## src/common/telemetry_consts.svh

```systemverilog
`ifndef TELEMETRY_CONSTS_SVH
`define TELEMETRY_CONSTS_SVH

// Word FIFO depth is 2**ABITS entries
`define TELEM_FIFO_ABITS 4

// Words per bulk frame, two bytes each on the stream
`define TELEM_FRAME_WORDS 8

// Bulk-IN endpoint number answered by default
`define TELEM_DEFAULT_ENDPOINT 4'd2

`endif

```

## src/common/telemetry_pkg.sv

```systemverilog
`include "telemetry_consts.svh"

package telemetry_pkg;

  // Snapshot layout, msb first:
  // crc_error, err_code[2:0], dump, blk_index[2:0], ctl_state[3:0], phy_state[3:0]
  typedef logic [15:0] telem_word_t;

  // One byte on the outgoing stream
  typedef logic [7:0] telem_byte_t;

  // Occupancy of the FIFO, output register included
  typedef logic [`TELEM_FIFO_ABITS:0] fifo_level_t;

  // Position of a word inside its frame
  typedef logic [$clog2(`TELEM_FRAME_WORDS)-1:0] frame_index_t;

  // Which half of the held word goes out next
  typedef enum logic {
    SER_LOW  = 1'b0,
    SER_HIGH = 1'b1
  } ser_state_e;

endpackage

```

## src/design/telemetry_capture.sv

```systemverilog
`timescale 1ns/100ps

`include "telemetry_consts.svh"

module telemetry_capture
  import telemetry_pkg::*;
(
  input  logic        clock,
  input  logic        reset,

  input  logic        usb_enum_i,
  input  logic        crc_error_i,
  input  logic        timeout_i,
  input  logic [3:0]  phy_state_i,
  input  logic [2:0]  usb_error_i,
  input  logic [3:0]  usb_state_i,
  input  logic [3:0]  ctl_state_i,
  input  logic [7:0]  blk_state_i,

  input  logic        push_ready_i,
  output logic        push_valid_o,
  output telem_word_t push_word_o,
  output logic        push_last_o
);

  logic [2:0]   err_code;
  logic         usb_dump;
  logic [2:0]   blk_index;
  telem_word_t  curr_word;
  telem_word_t  prev_word_q;
  frame_index_t frame_idx_q;
  logic         push_accept;

  // Compact codes from the raw status
  always_comb begin
    err_code = timeout_i ? 3'd7 : usb_error_i;
    usb_dump = (usb_state_i == 4'h8);

    // One-hot bulk state to an index, anything else is 7
    case (blk_state_i)
      8'h01:   blk_index = 3'd0;
      8'h02:   blk_index = 3'd1;
      8'h04:   blk_index = 3'd2;
      8'h08:   blk_index = 3'd3;
      8'h10:   blk_index = 3'd4;
      8'h20:   blk_index = 3'd5;
      8'h40:   blk_index = 3'd6;
      default: blk_index = 3'd7;
    endcase
  end

  assign curr_word = {crc_error_i, err_code, usb_dump, blk_index, ctl_state_i, phy_state_i};

  // Snapshot of the previous clock, taken whether or not it was pushed
  always_ff @(posedge clock) begin
    if (reset) begin
      prev_word_q <= '0;
    end else begin
      prev_word_q <= curr_word;
    end
  end

  assign push_valid_o = usb_enum_i && (curr_word != prev_word_q);
  assign push_word_o  = curr_word;
  assign push_accept  = push_valid_o && push_ready_i;

  // Frame position moves only when the FIFO takes the word
  always_ff @(posedge clock) begin
    if (reset) begin
      frame_idx_q <= '0;
    end else if (push_accept) begin
      if (frame_idx_q == frame_index_t'(`TELEM_FRAME_WORDS - 1)) begin
        frame_idx_q <= '0;
      end else begin
        frame_idx_q <= frame_idx_q + 1'b1;
      end
    end
  end

  assign push_last_o = (frame_idx_q == frame_index_t'(`TELEM_FRAME_WORDS - 1));

endmodule

```

## src/design/telemetry_fifo.sv

```systemverilog
`timescale 1ns/100ps

`include "telemetry_consts.svh"

module telemetry_fifo
  import telemetry_pkg::*;
(
  input  logic        clock,
  input  logic        reset,

  input  logic        push_valid_i,
  input  telem_word_t push_word_i,
  input  logic        push_last_i,
  output logic        push_ready_o,

  input  logic        pop_ready_i,
  output logic        pop_valid_o,
  output telem_word_t pop_word_o,
  output logic        pop_last_o,

  output fifo_level_t level_o
);

  localparam int unsigned DEPTH = 1 << `TELEM_FIFO_ABITS;

  // Entry is the last flag on top of the word
  logic [16:0] mem [DEPTH];

  logic [`TELEM_FIFO_ABITS:0] wr_ptr_q;
  logic [`TELEM_FIFO_ABITS:0] rd_ptr_q;
  fifo_level_t                level_q;

  logic        out_valid_q;
  logic [16:0] out_entry_q;

  logic mem_empty;
  logic push_accept;
  logic pop_accept;
  logic out_load;

  assign mem_empty    = (wr_ptr_q == rd_ptr_q);
  assign push_ready_o = (level_q != fifo_level_t'(DEPTH));
  assign push_accept  = push_valid_i && push_ready_o;
  assign pop_accept   = out_valid_q && pop_ready_i;

  // Output stage refills when it is empty or being popped
  assign out_load = !mem_empty && (!out_valid_q || pop_ready_i);

  always_ff @(posedge clock) begin
    if (push_accept) begin
      mem[wr_ptr_q[`TELEM_FIFO_ABITS-1:0]] <= {push_last_i, push_word_i};
    end
  end

  always_ff @(posedge clock) begin
    if (reset) begin
      wr_ptr_q <= '0;
      rd_ptr_q <= '0;
    end else begin
      if (push_accept) begin
        wr_ptr_q <= wr_ptr_q + 1'b1;
      end
      if (out_load) begin
        rd_ptr_q <= rd_ptr_q + 1'b1;
      end
    end
  end

  always_ff @(posedge clock) begin
    if (reset) begin
      out_valid_q <= 1'b0;
    end else if (out_load) begin
      out_valid_q <= 1'b1;
    end else if (pop_accept) begin
      out_valid_q <= 1'b0;
    end
  end

  always_ff @(posedge clock) begin
    if (out_load) begin
      out_entry_q <= mem[rd_ptr_q[`TELEM_FIFO_ABITS-1:0]];
    end
  end

  // Counts storage plus the output register
  always_ff @(posedge clock) begin
    if (reset) begin
      level_q <= '0;
    end else begin
      case ({push_accept, pop_accept})
        2'b10:   level_q <= level_q + 1'b1;
        2'b01:   level_q <= level_q - 1'b1;
        default: level_q <= level_q;
      endcase
    end
  end

  assign pop_valid_o = out_valid_q;
  assign pop_word_o  = out_entry_q[15:0];
  assign pop_last_o  = out_entry_q[16];
  assign level_o     = level_q;

endmodule

```

## src/design/byte_serializer.sv

```systemverilog
`timescale 1ns/100ps

module byte_serializer
  import telemetry_pkg::*;
(
  input  logic        clock,
  input  logic        reset,

  input  logic        word_valid_i,
  input  telem_word_t word_i,
  input  logic        word_last_i,
  output logic        word_ready_o,

  input  logic        byte_ready_i,
  output logic        byte_valid_o,
  output telem_byte_t byte_o,
  output logic        byte_last_o
);

  ser_state_e  state_q;
  logic        valid_q;
  telem_byte_t byte_q;
  logic        last_q;
  telem_byte_t high_q;
  logic        word_last_q;
  logic        advance;

  // Output register can take a new byte
  assign advance      = !valid_q || byte_ready_i;
  assign word_ready_o = (state_q == SER_LOW) && advance;

  always_ff @(posedge clock) begin
    if (reset) begin
      state_q <= SER_LOW;
      valid_q <= 1'b0;
      last_q  <= 1'b0;
    end else if (advance) begin
      case (state_q)
        SER_LOW: begin
          valid_q <= word_valid_i;
          last_q  <= 1'b0;
          if (word_valid_i) begin
            state_q <= SER_HIGH;
          end
        end
        SER_HIGH: begin
          // Frame end only rides on the second byte
          valid_q <= 1'b1;
          last_q  <= word_last_q;
          state_q <= SER_LOW;
        end
        default: state_q <= SER_LOW;
      endcase
    end
  end

  always_ff @(posedge clock) begin
    if (advance) begin
      if (state_q == SER_LOW) begin
        byte_q      <= word_i[7:0];
        high_q      <= word_i[15:8];
        word_last_q <= word_last_i;
      end else begin
        byte_q <= high_q;
      end
    end
  end

  assign byte_valid_o = valid_q;
  assign byte_o       = byte_q;
  assign byte_last_o  = last_q;

endmodule

```

## src/design/bulk_telemetry.sv

```systemverilog
`timescale 1ns/100ps

`include "telemetry_consts.svh"

module bulk_telemetry
  import telemetry_pkg::*;
#(
  parameter logic [3:0] ENDPOINT = `TELEM_DEFAULT_ENDPOINT
) (
  input  logic        clock,
  input  logic        reset,

  input  logic        usb_enum_i,
  input  logic        crc_error_i,
  input  logic        timeout_i,
  input  logic [3:0]  phy_state_i,
  input  logic [2:0]  usb_error_i,
  input  logic [3:0]  usb_state_i,
  input  logic [3:0]  ctl_state_i,
  input  logic [7:0]  blk_state_i,

  input  logic        select_i,
  input  logic        start_i,
  input  logic [3:0]  endpt_i,
  output fifo_level_t level_o,

  output logic        m_tvalid_o,
  input  logic        m_tready_i,
  output logic        m_tlast_o,
  output telem_byte_t m_tdata_o
);

  logic        push_valid;
  logic        push_ready;
  telem_word_t push_word;
  logic        push_last;

  logic        fifo_valid;
  logic        fifo_ready;
  telem_word_t fifo_word;
  logic        fifo_last;

  logic        ser_valid;
  logic        ser_ready;
  telem_byte_t ser_byte;
  logic        ser_last;

  logic        sel_q;

  // Host opened a transfer on our endpoint, held until the frame end goes out
  always_ff @(posedge clock) begin
    if (reset) begin
      sel_q <= 1'b0;
    end else if (usb_enum_i && start_i && select_i && (endpt_i == ENDPOINT)) begin
      sel_q <= 1'b1;
    end else if (m_tvalid_o && m_tready_i && m_tlast_o) begin
      sel_q <= 1'b0;
    end
  end

  assign m_tvalid_o = sel_q && ser_valid;
  assign ser_ready  = sel_q && m_tready_i;
  assign m_tlast_o  = ser_last;
  assign m_tdata_o  = ser_byte;

  telemetry_capture capture_i (
    .clock        (clock),
    .reset        (reset),
    .usb_enum_i   (usb_enum_i),
    .crc_error_i  (crc_error_i),
    .timeout_i    (timeout_i),
    .phy_state_i  (phy_state_i),
    .usb_error_i  (usb_error_i),
    .usb_state_i  (usb_state_i),
    .ctl_state_i  (ctl_state_i),
    .blk_state_i  (blk_state_i),
    .push_ready_i (push_ready),
    .push_valid_o (push_valid),
    .push_word_o  (push_word),
    .push_last_o  (push_last)
  );

  telemetry_fifo fifo_i (
    .clock        (clock),
    .reset        (reset),
    .push_valid_i (push_valid),
    .push_word_i  (push_word),
    .push_last_i  (push_last),
    .push_ready_o (push_ready),
    .pop_ready_i  (fifo_ready),
    .pop_valid_o  (fifo_valid),
    .pop_word_o   (fifo_word),
    .pop_last_o   (fifo_last),
    .level_o      (level_o)
  );

  byte_serializer serializer_i (
    .clock        (clock),
    .reset        (reset),
    .word_valid_i (fifo_valid),
    .word_i       (fifo_word),
    .word_last_i  (fifo_last),
    .word_ready_o (fifo_ready),
    .byte_ready_i (ser_ready),
    .byte_valid_o (ser_valid),
    .byte_o       (ser_byte),
    .byte_last_o  (ser_last)
  );

endmodule

```

## config.mk

```make
export PLATFORM = sky130hd
export DESIGN_NAME = bulk_telemetry
export DESIGN_NICKNAME = d
export VERILOG_FILES = /design/src/common/telemetry_pkg.sv /design/src/design/telemetry_capture.sv /design/src/design/telemetry_fifo.sv /design/src/design/byte_serializer.sv /design/src/design/bulk_telemetry.sv
export VERILOG_INCLUDE_DIRS = /design/src /design/src/common
export SDC_FILE = /design/constraint.sdc
export NUM_CORES = 1
export LEC_CHECK = 0
export BUFFER_PORTS_ARGS = -buffer_cell sky130_fd_sc_hd__buf_2
export CAP_MARGIN = 20
export CORE_AREA = 2 2 191 193
export CTS_CLUSTER_SIZE = 20
export DETAILED_ROUTE_END_ITERATION = 10
export DIE_AREA = 0 0 193 195
export PLACE_DENSITY = 0.55
export SYNTH_ARGS = -nofsm -noshare
export SYNTH_HDL_FRONTEND = slang
export SYNTH_HIERARCHICAL = 1
export SYNTH_SLANG_ARGS = --single-unit
```

## constraint.sdc

```tcl
create_clock -name clock -period 4.96 [get_ports clock]
set_input_delay 0.248 -clock clock [delete_from_list [all_inputs] [get_ports clock]]
set_output_delay 0.248 -clock clock [all_outputs]
set_load 0.01 [all_outputs]
```

==> qor.txt <==
STA
----------------------------------------------------------------------------------
Fmax                                                                     249.8 MHz
Slew at the pin with the worst max-slew slack                            0.9801 ns
Fraction of the cycle the final worst path needs                            80.72%
Count of final setup violators                                                   0
Final critical-path setup slack                                          0.9563 ns
Clock period minus final worst setup slack                                4.004 ns
Setup repair after global routing missed its margin                          false
Largest clock skew in the final design                                  0.01470 ns
Max-slew headroom                                                           34.59%
Max-slew violations                                                              0
Summed negative setup slack over all endpoints                                0 ns
Hold violation total from the final report                                       0
Final hold slack                                                        0.08803 ns

FINISH
----------------------------------------------------------------------------------
Final layout net count                                                         894
Relative area change from synthesis to final layout                         14.45%
Layout Cell Area excl Fill                                            0.01605 sq mm
Fraction of final layout cells with drive strength greater than 1           29.98%
# fillers                                                                     3079
Number of antenna repair diodes                                                  0

CLOCK TREE
----------------------------------------------------------------------------------
Worst-Skew Late Latency                                                    0.51 ns
Number of buffers inserted during clock tree synthesis                          38
Clk pin slew, worst setup/hold paths                                       0.05 ns
Post-CTS setup buffer count                                                      0
Clock Root Buffer                                                        clkbuf_16
Count of H-tree levels built during CTS                                          2
Clock sink count                                                               345
Maximum count of clock buffers along a single path                               3
Clock tree from TritonCTS                                                    built
Post_cts resized                                                                 0
Cts-stage hold buffer count                                                      0

LOGIC SYNTHESIS
----------------------------------------------------------------------------------
Primary FF master, synth                                                  edfxtp_1
Yosys warnings                                                                   6
Avg Cell Area, Syn                                                     18.07 sq um
Post-Synth XOR/XNOR Area                                                    1.999%
Seq/Total Area, Yosys                                                       71.10%
Total nets after synthesis                                                     822
Post-synthesis register bit count                                              345
Post-synthesis simple-gate area fraction                                    6.585%
Synth Instances                                                                776
Count of flip-flops with a built-in enable after synthesis                     306
Count of unique library cells instantiated by Yosys                             66
Adder-Cell Fraction of Synth Area                                          0.9815%
Fraction of registers with async set or reset after synthesis                   0%
Fraction of the mapped netlist area in compound gates                       4.265%
Largest family of logic cells by synthesized area                     multiplexers
Fraction of synthesized area in multiplexers                                12.54%
Cell area after technology mapping                                    0.01402 sq mm

FLOORPLAN
----------------------------------------------------------------------------------
Overall die height                                                          195 um
Horiz. Die Dim                                                              193 um
Row cnt                                                                         69
Effective utilization at floorplan                                          39.61%
Num ports                                                                       50
DIE AREA                                                              0.03764 sq mm
Core Footprint                                                        0.03540 sq mm

ROUTING
----------------------------------------------------------------------------------
Wire length reported by the detailed router                               30.47 mm
Final routed DRC violation total                                                 0
First DRT Iteration DRCs                                                       492
Routed via count divided by cell count                                       5.287
Average routed wire per standard cell                                     22.82 um
Pre-antenna DRT Iters                                                            6
Remaining antenna violation count after routing                                  0
Vias                                                                          7058

HOLD PATH
----------------------------------------------------------------------------------
Number of stages on the worst hold path                                          3
Worst hold-check path type                                            primary input to flip-flop
Startpoint of the most critical hold path                             usb_error_i[0]
Hold Crit Endpoint                                                    capture_i/prev_word_q[12]$_SDFF_PP0_

WORST SETUP PATH
----------------------------------------------------------------------------------
Family of cells with the greatest summed delay on the critical path   compound AO/OA/AOI/OAI gates
Largest stage delay on the critical path                                   0.52 ns
CP Max Fanout                                                                   18
Worst-path cell chain                                                 buf_2 > or4_1 > nor4_1 > o31ai_2 > buf_4 > xnor2_1 > a31oi_1 > a21boi_1 > buf_4 > inv_1 > ha_1 > xor2_1 > ha_1 > o21a_1 > o21a_1 > o32ai_1 > mux2_2
CP startpoint kind                                                    primary input
Number of buffer and inverter stages on the critical path                        4
Required @ worst endpoint                                                  5.35 ns
Endpoint of the most critical register-to-register path               fifo_i/level_o[4]$_SDFFE_PP0P_
Crit path from                                                        blk_state_i[5]
Data arrival time of the critical path                                     4.40 ns
Worst-case register-to-register setup slack                                1.17 ns
Critical-path cell with the highest stage delay                              or4_1
Capturing element type of the critical path                              flip-flop
Depth of the worst register-to-register path                                    15
Critical path class                                                   primary input to flip-flop
Reg-to-Reg Start                                                      capture_i/prev_word_q[0]$_SDFF_PP0_

JOB
----------------------------------------------------------------------------------
Max Cap Violations                                                               0

POWER
----------------------------------------------------------------------------------
Areal power density over the cells                                    499.6 mW/mm^2
Leakage power                                                          0.005345 uW
Worst VDD drop                                                           0.3481 mV

GLOBAL ROUTE
----------------------------------------------------------------------------------
Final global-route overflow total                                                0
Global-route wire length before repair                                    46.06 mm
Pin count of the biggest net entering global routing                            53
Antenna violations before repair                                                 0
Tot GR Track Use                                                            16.75%
Via count of the first global-routing pass                                    7209

PLACED DESIGN
----------------------------------------------------------------------------------
Area post-placement                                                   0.01484 sq mm
Placer Congestion                                                           0.7721
Detailed-placement wirelength estimate                                    18.40 mm
Post-Place Worst Slack                                                   0.3222 ns
Number of input and output port buffers inserted                                49

RUN STATUS
----------------------------------------------------------------------------------
Run status                                                            finished clean

==> cell usage in the layout, fill, tap and decap left out, types with 6 or more instances in the layout <==
cell / Yosys / final
nor2_1: 33 / 21
a31oi_1: 20 / 20
clkbuf_16: 0 / 41
mux2_4: 6 / 6
buf_2: 12 / 49
ha_1: 11 / 11
nor2_2: 0 / 12
clkbuf_1: 15 / 6
xor2_1: 20 / 20
nand2b_1: 9 / 9
clkinv_1: 0 / 8
edfxtp_1: 306 / 306
nor2b_1: 35 / 35
mux4_2: 66 / 66
dfxtp_1: 39 / 35
xnor2_1: 12 / 12
nand2_1: 48 / 48
mux2_2: 6 / 6
inv_1: 9 / 9
a21oi_1: 9 / 9
a211oi_2: 13 / 13
buf_4: 13 / 31
clkinv_2: 0 / 8
==> stage by stage <==
step / util, % / power (uW) / std cells
floorplan: - / 4946 / 776
global placement: 41.92 / 5410 / 1267
detailed placement: 41.92 / 5433 / 1267
CTS: 45.27 / 8103 / 1333
global route: 45.34 / 8412 / 1335
finish: 45.34 / 8017 / 1335
==> power breakdown <==
group          internal (uW)  leakage (uW)  switching (uW)
Combinational            777       0.00160             842
Clock                   1600      0.000585            1070
Sequential              3500       0.00316             235
==> Yosys cell counts, drive strengths merged, types with 2 or more instances <==
cell type  number  share of area (%)
buf            34                1.9
o2111ai         2               0.12
nand2b          9               0.40
a211o           3               0.19
inv             9               0.24
nor3            9               0.36
and2            4               0.18
xor2           20                1.2
nor2           33               0.88
ha             11               0.98
and4bb          2               0.18
nor4b           2               0.12
nor3b           3               0.16
nand3           3               0.14
mux2           13                1.2
clkbuf         16               0.44
nand2          48                1.3
o21ai           6               0.21
mux2i           5               0.36
dfxtp          39                5.6
nand4           4               0.18
o211ai          2               0.21
o21a            3               0.16
or4             3               0.21
a21boi          2               0.13
xnor2          12               0.75
nor2b          36                1.7
or2             3               0.13
mux4           68                 11
edfxtp        306                 66
a31oi          21               0.98
nor4            5               0.44
a211oi         17                1.4
a21oi          10               0.38
or3             2              0.089
==> state kept, by name (all words and copies together), names as in the netlist, 5 cells and up <==
name,cells
serializer_i/high_q,8
fifo_i/level_o,5
serializer_i/byte_o,8
fifo_i/out_entry_q,17
fifo_i/wr_ptr_q,5
fifo_i/rd_ptr_q,5
fifo_i/mem,272
capture_i/prev_word_q,16
==> worst reg2reg max path: stages, from the launching register on <==
cell	delay (ns)
dfxtp_1	0.31
xor2_1	0.15
nor4_1	0.41
nand4_1	0.21
nor4_4	0.28
a31oi_1	0.25
a21boi_1	0.20
buf_4	0.17
inv_1	0.08
ha_1	0.33
xor2_1	0.12
ha_1	0.23
o21a_1	0.17
o21a_1	0.16
o32ai_1	0.24
mux2_2	0.36
==> cells by family (layout without fill, tap and decap cells) <==
family          after synthesis  in the layout
simple gates                169            169
flops                       345            345
mux                          86             86
xor+xnor                     32             32
fa+ha+maj                    11             11
buf+inv                      59            157
compound gates               74             74
==> layout make-up <==
cell class	count	area, sq um	area share (%)
well taps	461	576.8	3.594
clock inverters	19	137.6	0.8576
inverters	9	33.78	0.2105
multi-input cells	372	3759	23.42
flip-flops and latches	345	9980	62.19
clock buffers	47	1049	6.534
repair buffers	82	513.0	3.197
==> worst max path at each step <==
stage                                           endpoint  slack (ns)  cells past startpoint
after detailed placement  fifo_i/level_o[4]$_SDFFE_PP0P_        0.32                     17
after CTS                 fifo_i/level_o[4]$_SDFFE_PP0P_        0.85                     17
final                     fifo_i/level_o[4]$_SDFFE_PP0P_        0.96                     17
after global placement    fifo_i/level_o[4]$_SDFFE_PP0P_        0.43                     16
after floorplan           fifo_i/level_o[4]$_SDFFE_PP0P_        0.46                     17
after global routing      fifo_i/level_o[4]$_SDFFE_PP0P_        0.68                     17
==> routing by layer <==
metal / track usage (%) / wire, um / share of wire [%] / vias to the layer above
li1: - / - / - / 3183
met1: 23.89 / 13780 / 45 / 3686
met2: 26.84 / 14630 / 48 / 153
met3: 2.894 / 1505 / 4.9 / 36
met4: 4.040 / 545 / 1.8 / 0
met5: 0 / 0 / 0 / -
(Power assumes the default switching activity.)
